===== config.mk =====
export PLATFORM = sky130hd
export DESIGN_NAME = cpu_top
export DESIGN_NICKNAME = d
export VERILOG_FILES = /design/src/source/cpu_pkg.sv /design/src/source/decoded_if.sv /design/src/source/cpu_top.sv /design/src/source/cpu_result.sv /design/src/source/cpu_execute.sv /design/src/source/cpu_decode.sv
export VERILOG_INCLUDE_DIRS = /design/src /design/src/source
export SDC_FILE = /design/constraint.sdc
export NUM_CORES = 1
export LEC_CHECK = 0
export ABC_AREA = 1
export BUFFER_PORTS_ARGS = -buffer_cell sky130_fd_sc_hd__buf_2
export CAP_MARGIN = 25
export CORE_MARGIN = 10
export CORE_UTILIZATION = 40
export DETAILED_ROUTE_END_ITERATION = 6
export PLACE_DENSITY_LB_ADDON = 0.1
export SLEW_MARGIN = 25
export SYNTH_ARGS = -nofsm -noshare
export SYNTH_HDL_FRONTEND = slang
export SYNTH_SLANG_ARGS = --single-unit

===== constraint.sdc =====
create_clock -name clk -period 5.9 [get_ports clk]
set_input_delay 0 -clock clk [delete_from_list [all_inputs] [get_ports clk]]
set_output_delay 0 -clock clk [all_outputs]
set_load 0.1 [all_outputs]

===== src/source/cpu_params.svh =====
`ifndef CPU_PARAMS_SVH
`define CPU_PARAMS_SVH

// Datapath widths
`define CPU_DATA_W 8
`define CPU_WORD_W 16
`define CPU_ADDR_W 16
`define CPU_FLAG_W 5

// Two byte-wide banks, even and odd byte addresses
`define CPU_BANK_ADDR_W 15
`define CPU_BANK_DEPTH (1 << `CPU_BANK_ADDR_W)

`define CPU_RESET_PC 16'h4000 // First fetched address

`endif

===== src/source/cpu_pkg.sv =====
`default_nettype none

package cpu_pkg;

	// High nibble 1 to 6 is the operand form, low three bits the ALU operation
	typedef enum logic [7:0]
	{
		OP_NOP = 8'h00,
		OP_TRAP = 8'h01,
		OP_ADD_IMM = 8'h10, OP_ADC_IMM = 8'h11, OP_SUB_IMM = 8'h12, OP_SBC_IMM = 8'h13,
		OP_AND_IMM = 8'h14, OP_OR_IMM = 8'h15, OP_XOR_IMM = 8'h16,
		OP_ADD_XH = 8'h20, OP_ADC_XH = 8'h21, OP_SUB_XH = 8'h22, OP_SBC_XH = 8'h23,
		OP_AND_XH = 8'h24, OP_OR_XH = 8'h25, OP_XOR_XH = 8'h26,
		OP_ADD_YL = 8'h30, OP_ADC_YL = 8'h31, OP_SUB_YL = 8'h32, OP_SBC_YL = 8'h33,
		OP_AND_YL = 8'h34, OP_OR_YL = 8'h35, OP_XOR_YL = 8'h36,
		OP_ADD_YH = 8'h40, OP_ADC_YH = 8'h41, OP_SUB_YH = 8'h42, OP_SBC_YH = 8'h43,
		OP_AND_YH = 8'h44, OP_OR_YH = 8'h45, OP_XOR_YH = 8'h46,
		OP_ADD_ZL = 8'h50, OP_ADC_ZL = 8'h51, OP_SUB_ZL = 8'h52, OP_SBC_ZL = 8'h53,
		OP_AND_ZL = 8'h54, OP_OR_ZL = 8'h55, OP_XOR_ZL = 8'h56,
		OP_ADD_DIR = 8'h60, OP_ADC_DIR = 8'h61, OP_SUB_DIR = 8'h62, OP_SBC_DIR = 8'h63,
		OP_AND_DIR = 8'h64, OP_OR_DIR = 8'h65, OP_XOR_DIR = 8'h66,
		OP_LD_XL_IMM = 8'h70,
		OP_LD_XL_DIR = 8'h71,
		OP_LD_DIR_XL = 8'h72,
		OP_LDW_X_IMM = 8'h74, // Low two bits pick the register
		OP_LDW_Y_IMM = 8'h75,
		OP_LDW_Z_IMM = 8'h76,
		OP_JP_IMM = 8'h78,
		OP_JR = 8'h80, // Low three bits are the cond_t code
		OP_JRZ = 8'h81, OP_JRNZ = 8'h82, OP_JRC = 8'h83, OP_JRNC = 8'h84,
		OP_JRN = 8'h85, OP_JRNN = 8'h86
	} opcode_t;

	typedef enum logic [2:0]
	{
		FLAG_H, // Half carry
		FLAG_C,
		FLAG_N,
		FLAG_Z,
		FLAG_O // Signed overflow
	} flag_t;

	typedef enum logic [2:0]
	{
		ALU_ADD, ALU_ADC, ALU_SUB, ALU_SBC, ALU_AND, ALU_OR, ALU_XOR, ALU_PASS
	} alu_op_t;

	typedef enum logic [2:0]
	{
		SRC_IMM, SRC_XH, SRC_YL, SRC_YH, SRC_ZL, SRC_MEM
	} src_t;

	typedef enum logic [2:0]
	{
		COND_ALWAYS, COND_Z, COND_NZ, COND_C, COND_NC, COND_N, COND_NN
	} cond_t;

endpackage

`default_nettype wire


===== src/source/decoded_if.sv =====
`timescale 1ns/1ps
`default_nettype none

`include "cpu_params.svh"

interface decoded_if;
	import cpu_pkg::*;

	logic execute; // Instruction complete this cycle
	alu_op_t alu_op;
	src_t src;
	logic [`CPU_ADDR_W-1:0] imm16; // Immediate, direct address or displacement
	logic [`CPU_DATA_W-1:0] mem_byte;
	logic wr_xl;
	logic wr_word;
	logic [1:0] word_reg;
	logic st_dir;
	logic jump;
	logic jr;
	cond_t cond;
	logic trap;

	modport decode (output execute, alu_op, src, imm16, mem_byte, wr_xl, wr_word, word_reg,
		st_dir, jump, jr, cond, trap);
	modport exec (input execute, alu_op, src, imm16, mem_byte, wr_xl, wr_word, word_reg,
		st_dir, jump, jr, cond, trap);
endinterface

`default_nettype wire


===== src/source/cpu_top.sv =====
`timescale 1ns/1ps
`default_nettype none

`include "cpu_params.svh"

module cpu_top
(
	input logic clk,
	input logic reset,
	output logic [`CPU_BANK_ADDR_W-1:0] rd_addr_even,
	input logic [`CPU_DATA_W-1:0] rd_data_even,
	output logic [`CPU_BANK_ADDR_W-1:0] wr_addr_even,
	output logic [`CPU_DATA_W-1:0] wr_data_even,
	output logic wr_en_even,
	output logic [`CPU_BANK_ADDR_W-1:0] rd_addr_odd,
	input logic [`CPU_DATA_W-1:0] rd_data_odd,
	output logic [`CPU_BANK_ADDR_W-1:0] wr_addr_odd,
	output logic [`CPU_DATA_W-1:0] wr_data_odd,
	output logic wr_en_odd,
	output logic trap
);
	logic [`CPU_WORD_W-1:0] x;
	logic [`CPU_WORD_W-1:0] y;
	logic [`CPU_WORD_W-1:0] z;
	logic [`CPU_FLAG_W-1:0] flags;
	logic [`CPU_FLAG_W-1:0] next_flags;
	logic [`CPU_ADDR_W-1:0] pc;
	logic [`CPU_ADDR_W-1:0] next_pc;
	logic [1:0] reg_wr_en;
	logic [1:0] reg_wr_sel;
	logic [`CPU_WORD_W-1:0] reg_wr_data;
	logic [`CPU_ADDR_W-1:0] mem_wr_addr;
	logic [`CPU_WORD_W-1:0] mem_wr_data;
	logic [1:0] mem_wr_en;

	decoded_if dec_bus ();

	cpu_decode decode (.clk, .reset, .pc, .next_pc, .rd_addr_even, .rd_addr_odd,
		.rd_data_even, .rd_data_odd, .dec(dec_bus.decode));

	cpu_execute execute (.x, .y, .z, .flags, .pc, .dec(dec_bus.exec), .reg_wr_en,
		.reg_wr_sel, .reg_wr_data, .next_flags, .next_pc, .mem_wr_addr, .mem_wr_data,
		.mem_wr_en, .trap);

	cpu_result result (.clk, .reset, .reg_wr_en, .reg_wr_sel, .reg_wr_data, .next_flags,
		.next_pc, .mem_wr_addr, .mem_wr_data, .mem_wr_en, .x, .y, .z, .flags, .pc,
		.wr_addr_even, .wr_addr_odd, .wr_data_even, .wr_data_odd, .wr_en_even, .wr_en_odd);
endmodule

`default_nettype wire


===== src/source/cpu_result.sv =====
`timescale 1ns/1ps
`default_nettype none

`include "cpu_params.svh"

module cpu_result
(
	input logic clk,
	input logic reset,
	input logic [1:0] reg_wr_en,
	input logic [1:0] reg_wr_sel,
	input logic [`CPU_WORD_W-1:0] reg_wr_data,
	input logic [`CPU_FLAG_W-1:0] next_flags,
	input logic [`CPU_ADDR_W-1:0] next_pc,
	input logic [`CPU_ADDR_W-1:0] mem_wr_addr,
	input logic [`CPU_WORD_W-1:0] mem_wr_data,
	input logic [1:0] mem_wr_en,
	output logic [`CPU_WORD_W-1:0] x,
	output logic [`CPU_WORD_W-1:0] y,
	output logic [`CPU_WORD_W-1:0] z,
	output logic [`CPU_FLAG_W-1:0] flags,
	output logic [`CPU_ADDR_W-1:0] pc,
	output logic [`CPU_BANK_ADDR_W-1:0] wr_addr_even,
	output logic [`CPU_BANK_ADDR_W-1:0] wr_addr_odd,
	output logic [`CPU_DATA_W-1:0] wr_data_even,
	output logic [`CPU_DATA_W-1:0] wr_data_odd,
	output logic wr_en_even,
	output logic wr_en_odd
);
	logic [`CPU_WORD_W-1:0] regs [3]; // x, y, z

	assign x = regs[0];
	assign y = regs[1];
	assign z = regs[2];

	// Independent byte lanes
	always_ff @(posedge clk)
	begin
		if (reg_wr_en[0])
			regs[reg_wr_sel][7:0] <= reg_wr_data[7:0];
		if (reg_wr_en[1])
			regs[reg_wr_sel][15:8] <= reg_wr_data[15:8];
	end

	always_ff @(posedge clk)
	begin
		if (reset)
		begin
			flags <= '0;
			pc <= `CPU_RESET_PC;
		end
		else
		begin
			flags <= next_flags;
			pc <= next_pc;
		end
	end

	// Odd address puts the low byte in the odd bank and the high byte in the next even word
	assign wr_addr_odd = mem_wr_addr[15:1];
	assign wr_addr_even = mem_wr_addr[15:1] + {{(`CPU_BANK_ADDR_W-1){1'b0}}, mem_wr_addr[0]};
	assign wr_data_even = mem_wr_addr[0] ? mem_wr_data[15:8] : mem_wr_data[7:0];
	assign wr_data_odd = mem_wr_addr[0] ? mem_wr_data[7:0] : mem_wr_data[15:8];
	assign wr_en_even = mem_wr_addr[0] ? mem_wr_en[1] : mem_wr_en[0];
	assign wr_en_odd = mem_wr_addr[0] ? mem_wr_en[0] : mem_wr_en[1];
endmodule

`default_nettype wire


===== src/source/cpu_execute.sv =====
`timescale 1ns/1ps
`default_nettype none

`include "cpu_params.svh"

module cpu_execute
(
	input logic [`CPU_WORD_W-1:0] x,
	input logic [`CPU_WORD_W-1:0] y,
	input logic [`CPU_WORD_W-1:0] z,
	input logic [`CPU_FLAG_W-1:0] flags,
	input logic [`CPU_ADDR_W-1:0] pc,
	decoded_if.exec dec,
	output logic [1:0] reg_wr_en,
	output logic [1:0] reg_wr_sel,
	output logic [`CPU_WORD_W-1:0] reg_wr_data,
	output logic [`CPU_FLAG_W-1:0] next_flags,
	output logic [`CPU_ADDR_W-1:0] next_pc,
	output logic [`CPU_ADDR_W-1:0] mem_wr_addr,
	output logic [`CPU_WORD_W-1:0] mem_wr_data,
	output logic [1:0] mem_wr_en,
	output logic trap
);
	import cpu_pkg::*;

	logic [`CPU_DATA_W-1:0] acc;
	logic [`CPU_DATA_W-1:0] operand;
	logic [`CPU_DATA_W-1:0] addend;
	logic [`CPU_DATA_W-1:0] result;
	logic [`CPU_DATA_W:0] sum;
	logic [4:0] half_sum;
	logic carry_in;
	logic arith;
	logic taken;
	logic [1:0] size;
	logic [`CPU_ADDR_W-1:0] disp;

	assign acc = x[7:0];

	always_comb
	begin
		case (dec.src)
			SRC_XH: operand = x[15:8];
			SRC_YL: operand = y[7:0];
			SRC_YH: operand = y[15:8];
			SRC_ZL: operand = z[7:0];
			SRC_MEM: operand = dec.mem_byte;
			default: operand = dec.imm16[7:0];
		endcase
	end

	// Subtract by adding the complement, C then means no borrow
	assign arith = dec.alu_op inside {ALU_ADD, ALU_ADC, ALU_SUB, ALU_SBC};
	assign addend = (dec.alu_op inside {ALU_SUB, ALU_SBC}) ? ~operand : operand;

	always_comb
	begin
		case (dec.alu_op)
			ALU_ADC, ALU_SBC: carry_in = flags[FLAG_C];
			ALU_SUB: carry_in = 1'b1;
			default: carry_in = 1'b0;
		endcase
	end

	assign sum = {1'b0, acc} + {1'b0, addend} + {8'h00, carry_in};
	assign half_sum = {1'b0, acc[3:0]} + {1'b0, addend[3:0]} + {4'h0, carry_in};

	always_comb
	begin
		case (dec.alu_op)
			ALU_AND: result = acc & operand;
			ALU_OR: result = acc | operand;
			ALU_XOR: result = acc ^ operand;
			ALU_PASS: result = operand; // Loads into xl
			default: result = sum[7:0];
		endcase
	end

	always_comb
	begin
		next_flags = flags;
		if (dec.execute && dec.wr_xl && dec.alu_op != ALU_PASS)
		begin
			next_flags[FLAG_N] = result[7];
			next_flags[FLAG_Z] = result == 8'h00;
			if (arith)
			begin
				next_flags[FLAG_H] = half_sum[4];
				next_flags[FLAG_C] = sum[8];
				next_flags[FLAG_O] = (acc[7] == addend[7]) && (sum[7] != acc[7]);
			end
		end
	end

	always_comb
	begin
		reg_wr_en = 2'b00;
		reg_wr_sel = 2'd0; // x
		reg_wr_data = {8'h00, result};
		mem_wr_en = 2'b00;
		mem_wr_addr = dec.imm16;
		mem_wr_data = {8'h00, acc};
		if (dec.execute)
		begin
			if (dec.wr_xl)
				reg_wr_en = 2'b01;
			else if (dec.wr_word)
			begin
				reg_wr_en = 2'b11;
				reg_wr_sel = dec.word_reg;
				reg_wr_data = dec.imm16;
			end
			if (dec.st_dir)
				mem_wr_en = 2'b01;
		end
	end

	always_comb
	begin
		case (dec.cond)
			COND_Z: taken = flags[FLAG_Z];
			COND_NZ: taken = !flags[FLAG_Z];
			COND_C: taken = flags[FLAG_C];
			COND_NC: taken = !flags[FLAG_C];
			COND_N: taken = flags[FLAG_N];
			COND_NN: taken = !flags[FLAG_N];
			default: taken = 1'b1;
		endcase
	end

	// Instruction length from its class
	always_comb
	begin
		if (dec.wr_word || dec.st_dir || dec.jump || dec.wr_xl && dec.src == SRC_MEM)
			size = 2'd3;
		else if (dec.jr || dec.wr_xl && dec.src == SRC_IMM)
			size = 2'd2;
		else
			size = 2'd1;
	end

	assign disp = {{8{dec.imm16[7]}}, dec.imm16[7:0]};
	assign trap = dec.execute && dec.trap;

	always_comb
	begin
		if (!dec.execute || dec.trap)
			next_pc = pc; // Holds trap in place
		else if (dec.jump)
			next_pc = dec.imm16;
		else if (dec.jr && taken)
			next_pc = pc + disp;
		else
			next_pc = pc + {14'd0, size};
	end
endmodule

`default_nettype wire


===== src/source/cpu_decode.sv =====
`timescale 1ns/1ps
`default_nettype none

`include "cpu_params.svh"

module cpu_decode
(
	input logic clk,
	input logic reset,
	input logic [`CPU_ADDR_W-1:0] pc,
	input logic [`CPU_ADDR_W-1:0] next_pc,
	output logic [`CPU_BANK_ADDR_W-1:0] rd_addr_even,
	output logic [`CPU_BANK_ADDR_W-1:0] rd_addr_odd,
	input logic [`CPU_DATA_W-1:0] rd_data_even,
	input logic [`CPU_DATA_W-1:0] rd_data_odd,
	decoded_if.decode dec
);
	import cpu_pkg::*;

	logic [3*`CPU_DATA_W-1:0] held; // Instruction register
	logic upper_pending; // Third byte arrives this cycle
	logic operand_pending; // Operand byte arrives this cycle
	logic restart;
	logic [2*`CPU_DATA_W-1:0] fetched;
	logic [3*`CPU_DATA_W-1:0] inst;
	opcode_t opcode;
	logic alu_form;
	logic needs_upper;
	logic needs_operand;
	logic [`CPU_ADDR_W-1:0] fetch_addr;

	// Both bits set only after reset, replays the held NOP while the first fetch is in flight
	assign restart = upper_pending && operand_pending;

	// Bytes back in address order
	assign fetched = pc[0] ? {rd_data_even, rd_data_odd} : {rd_data_odd, rd_data_even};

	always_comb
	begin
		if (operand_pending)
			inst = held;
		else if (upper_pending)
			inst = {pc[0] ? rd_data_odd : rd_data_even, held[15:0]}; // Upper byte of pc+1 read
		else
			inst = {8'h00, fetched};
	end

	assign opcode = opcode_t'(inst[7:0]);
	assign alu_form = inst[7:4] >= 4'h1 && inst[7:4] <= 4'h6 && inst[3:0] <= 4'h6;

	always_comb
	begin
		dec.alu_op = ALU_PASS;
		dec.src = SRC_IMM;
		dec.wr_xl = 1'b0;
		dec.wr_word = 1'b0;
		dec.word_reg = inst[1:0];
		dec.st_dir = 1'b0;
		dec.jump = 1'b0;
		dec.jr = 1'b0;
		dec.cond = COND_ALWAYS;
		dec.trap = 1'b0;
		needs_upper = 1'b0;
		needs_operand = 1'b0;
		if (alu_form)
		begin
			dec.alu_op = alu_op_t'(inst[2:0]);
			dec.src = src_t'(inst[6:4] - 3'd1);
			dec.wr_xl = 1'b1;
			needs_upper = inst[7:4] == 4'h6;
			needs_operand = inst[7:4] == 4'h6;
		end
		else
		begin
			case (opcode)
				OP_LD_XL_IMM:
					dec.wr_xl = 1'b1;
				OP_LD_XL_DIR:
				begin
					dec.wr_xl = 1'b1;
					dec.src = SRC_MEM;
					needs_upper = 1'b1;
					needs_operand = 1'b1;
				end
				OP_LD_DIR_XL:
				begin
					dec.st_dir = 1'b1;
					needs_upper = 1'b1;
				end
				OP_LDW_X_IMM, OP_LDW_Y_IMM, OP_LDW_Z_IMM:
				begin
					dec.wr_word = 1'b1;
					needs_upper = 1'b1;
				end
				OP_JP_IMM:
				begin
					dec.jump = 1'b1;
					needs_upper = 1'b1;
				end
				OP_JR, OP_JRZ, OP_JRNZ, OP_JRC, OP_JRNC, OP_JRN, OP_JRNN:
				begin
					dec.jr = 1'b1;
					dec.cond = cond_t'(inst[2:0]);
				end
				OP_TRAP:
					dec.trap = 1'b1;
				default:
					dec.trap = 1'b0; // Anything else runs as nop
			endcase
		end
	end

	assign dec.imm16 = inst[23:8];
	assign dec.mem_byte = inst[8] ? rd_data_odd : rd_data_even; // By direct address parity
	assign dec.execute = !restart && (upper_pending || operand_pending || !needs_upper)
		&& (operand_pending || !needs_operand);

	always_comb
	begin
		if (!upper_pending && !operand_pending && needs_upper)
			fetch_addr = pc + 16'd1;
		else if (upper_pending && !operand_pending && needs_operand)
			fetch_addr = inst[23:8];
		else
			fetch_addr = next_pc;
	end

	assign rd_addr_odd = fetch_addr[15:1];
	assign rd_addr_even = fetch_addr[15:1] + {{(`CPU_BANK_ADDR_W-1){1'b0}}, fetch_addr[0]};

	always_ff @(posedge clk)
	begin
		if (reset)
		begin
			held <= {16'h0000, OP_NOP};
			upper_pending <= 1'b1;
			operand_pending <= 1'b1;
		end
		else
		begin
			held <= inst;
			upper_pending <= !upper_pending && !operand_pending && needs_upper;
			operand_pending <= upper_pending && !operand_pending && needs_operand;
		end
	end
endmodule

`default_nettype wire


==> results.md <==
- Status: completed
- CP Capture Point: rd_addr_even[4]
- Antenna violations before repair: 0
- Adder-Cell Fraction of Synth Area: 0.0842
- Global-route wire length before repair: 41300 um
- Final period utilization: 0.923
- Deepest clock path buffer count: 2
- Register Area: around 2100 um2
- Worst Setup End Kind: primary output
- Largest net degree at the start of global routing: 43
- CTS Sinks: 85
- YS warnings: 0
- Port Buf Inserts: 96
- Syn Nets: 1218
- Worst Hold Class: in -> reg
- Pwr/cell area: 615 nW/um2
- Worst r2r src: result.pc[0]
- Post-synthesis compound-gate area fraction: 0.119
- Area of the multi-input gates: approximately 5000 um2
- DR vias/cell: around 5.2
- Gp weighted congestion: approximately 0.99
- # rows: 51
- Drt first pass iters: 5
- Post-synthesis simple-gate area fraction: 0.365
- Share of layout cells above drive strength 1: 0.206
- CP Launch Point: result.pc[0]
- # nets final: 1306
- Fill cell count: around 2.0k
- Cell count after synthesis: approximately 1.1k
- Post-route DRC: 0
- Setup slack, reg-to-reg: 0.69 ns
- Final Hold Slack: between 0.1 and 0.15 ns
- Die Wd: about 160 um
- Top cells by count, synth: 277 x nand2_1, 143 x nor2_1, 142 x inv_1, 82 x nand3_1, 57 x o21ai_0
- Post-synth top area cell: edfxtp_1
- Cell leakage power: around 0.0045 uW
- Worst r2r dst: result.flags[3]
- XOR/XNOR share of the synthesized area: 0.0513
- Synth top area share: 0.153
- Crit path kind: reg -> out
- Clock slew at reported path FFs: around 0.08 ns
- Top-count cell post-synth: nand2_1
- Number of synthesized flops with an enable pin: 40
- Vias in the first global route: 7176
- Crit path DAT: approximately 5.4 ns
- Vias: slightly below 8k
- Main synth FF type: dfxtp_1
- CTS root buf: clkbuf_16
- Synth unique cells: 47
- Initial Utilization: 0.405
- Fin crit period: approximately 5.4 ns
- RSZ-0062 raised after global routing: yes
- Slowest cell on crit path: fa_1
- DRT Wirelength: approximately 26000 um
- Final Core Density: 0.478
- Post-synthesis mux area share: 0
- Max Cap Violations: 0
- Placed instance area: 8860 um2
- Wire per inst: between 15 and 20 um
- Mapped cell area: a little under 8000 um2
- Crit start category: register
- Grt total ovfl: 0
- Reg2reg path depth: 35
- All-Layer GR Usage: 0.201
- Endpoints failing setup: 0
- Layout area overhead: 18.0%
- Final Instance Area: 9270 um2
- Skew-Pair Late Insertion Delay: ~0.36 ns
- Max VDD drop: about 370 uV
- Worst path required time: ~5.9 ns
- Final Hold Fails: 0
- H-tree depth: 3
- CTS Hold Bufs: 0
- Mean Syn Cell Area: about 6.8 um2
- I/O pins: 97
- CTS tree: built
- Die Footprint: between 20000 and 30000 um2
- CTS Buf Count: 9
- Critical Path Fanout Max: 26
- Ant. Diodes: 0
- Worst-Margin Slew: between 0.9 and 1 ns
- Violation count after the first detailed-route iteration: 832
- DP Wirelength: approximately 21000 um
- Final Power: ~5700 uW
- Top post-synthesis cells by area: edfxtp_1 15%, nand2_1 13%, dfxtp_1 11%
- Async S/R FF share, synth: 0
- #FFs+latches synth: between 80 and 90
- Sequential share of the synthesized area: 0.268
- Max stage delay on crit path: between 0.4 and 0.5 ns
- Core ar.: 19400 um2
- Relative slew slack: 0.378
- Peak Freq: between 150 and 200 MHz
- Largest family of logic cells by synthesized area: simple AND/OR/NAND/NOR gates
- Final slew viol count: 0
- DRT antenna net count: 0
- Clock Skews: approximately 0.015 ns
- Die height: approximately 160 um
==> stage by stage <==
step	TNS (ns)	cells	setup WS, ns
floorplan	-0.0298	1149	-0.0298
global placement	0	1486	0.474
detailed placement	0	1486	0.289
CTS	0	1502	0.0640
global route	-0.00578	1507	-0.00578
finish	0	1507	0.455
==> report_power, final <==
part	switching (uW)	internal, uW	total, uW	leakage, uW
Clock	276	293	569	0.000136
Combinational	3220	1060	4290	0.00361
Sequential	63.3	781	845	0.000775
==> cell families after synthesis <==
logic type	after synthesis
and+or+nand+nor	612
xor gates and xnor gates	46
adders and majority gates	51
DFF	85
buffers and inverters	198
AOI/OAI and AO/OA	157
==> sequential cells by signal (all words and copies together), names as in the netlist <==
register / cells
result.regs: 40
decode.held: 24
result.pc: 16
result.flags: 3
decode.operand_pending: 1
decode.upper_pending: 1
==> metal layers <==
layer | up-vias | GRT usage | share of wire
li1 | 3873 | - | -
met1 | 3602 | 0.298 | 0.50
met2 | 268 | 0.298 | 0.42
met3 | 21 | 0.0311 | 0.069
met4 | 0 | 0.0371 | 0.011
met5 | - | 0 | 0
==> layout by cell type, fill, tap and decap left out, types with 6 or more instances in the layout <==
| cell | netlist | layout |
|---|---|---|
| nand2_1 | 277 | 274 |
| o21ai_2 | 6 | 6 |
| nand3_1 | 82 | 82 |
| o21ai_1 | 5 | 7 |
| nand3_2 | 12 | 12 |
| inv_2 | 11 | 11 |
| a21oi_1 | 49 | 48 |
| nand4_1 | 17 | 17 |
| buf_12 | 0 | 17 |
| xnor2_1 | 16 | 14 |
| nor3_1 | 6 | 6 |
| o211ai_1 | 11 | 11 |
| buf_4 | 19 | 25 |
| clkbuf_16 | 0 | 9 |
| nand2_4 | 6 | 9 |
| o21ai_4 | 3 | 6 |
| edfxtp_1 | 40 | 40 |
| buf_2 | 5 | 80 |
| dfxtp_1 | 45 | 44 |
| nor2_1 | 143 | 143 |
| nand2_2 | 29 | 29 |
| xor2_1 | 30 | 25 |
| nor2_4 | 8 | 10 |
| nor2_2 | 10 | 8 |
| o21ai_0 | 57 | 52 |
| or2_2 | 9 | 9 |
| ha_1 | 48 | 46 |
| inv_1 | 142 | 142 |
==> area by class of cell <==
| class | instances | area share |
|---|---|---|
| Clock inverter | 6 | 0.00608 |
| Multi-Input combinational cell | 866 | 0.544 |
| Tap cell | 265 | 0.0358 |
| Timing Repair Buffer | 122 | 0.100 |
| Sequential cell | 85 | 0.227 |
| Clock buffer | 10 | 0.0247 |
| Inverter | 153 | 0.0620 |
==> critical path, delay by kind of cell (launching register included) <==
kind	cells	cell delay, ns
compound gates	7	0.95
xor+xnor	1	0.17
fa+ha+maj	5	1.39
buf+inv	5	0.65
flops	1	0.36
simple gates	13	1.52
==> repair_timing <==
| item | 4_1_cts | 5_1_grt |
|---|---|---|
| pin swaps | 0 | 5 |
| endpoints found under the setup margin | 7 | 15 |
| resized for setup | 2 | 22 |
| buffers inserted | 0 | 5 |
| cloned | 0 | 0 |
==> worst min path at each step <==
stage | from | slack (ns) | to | cells after the start
6_report | rd_data_even[6] | 0.12 | decode.held[6] | 5
5_1_grt | rd_data_odd[5] | 0.17 | decode.held[5] | 5
4_1_cts | rd_data_even[6] | 0.11 | decode.held[6] | 5
3_5_place_dp | result.flags[3] | 0.47 | result.flags[3] | 2
3_3_place_gp | result.flags[3] | 0.47 | result.flags[3] | 2
2_1_floorplan | rd_data_odd[0] | 0.29 | decode.held[0] | 4
(Power assumes the default switching activity.)
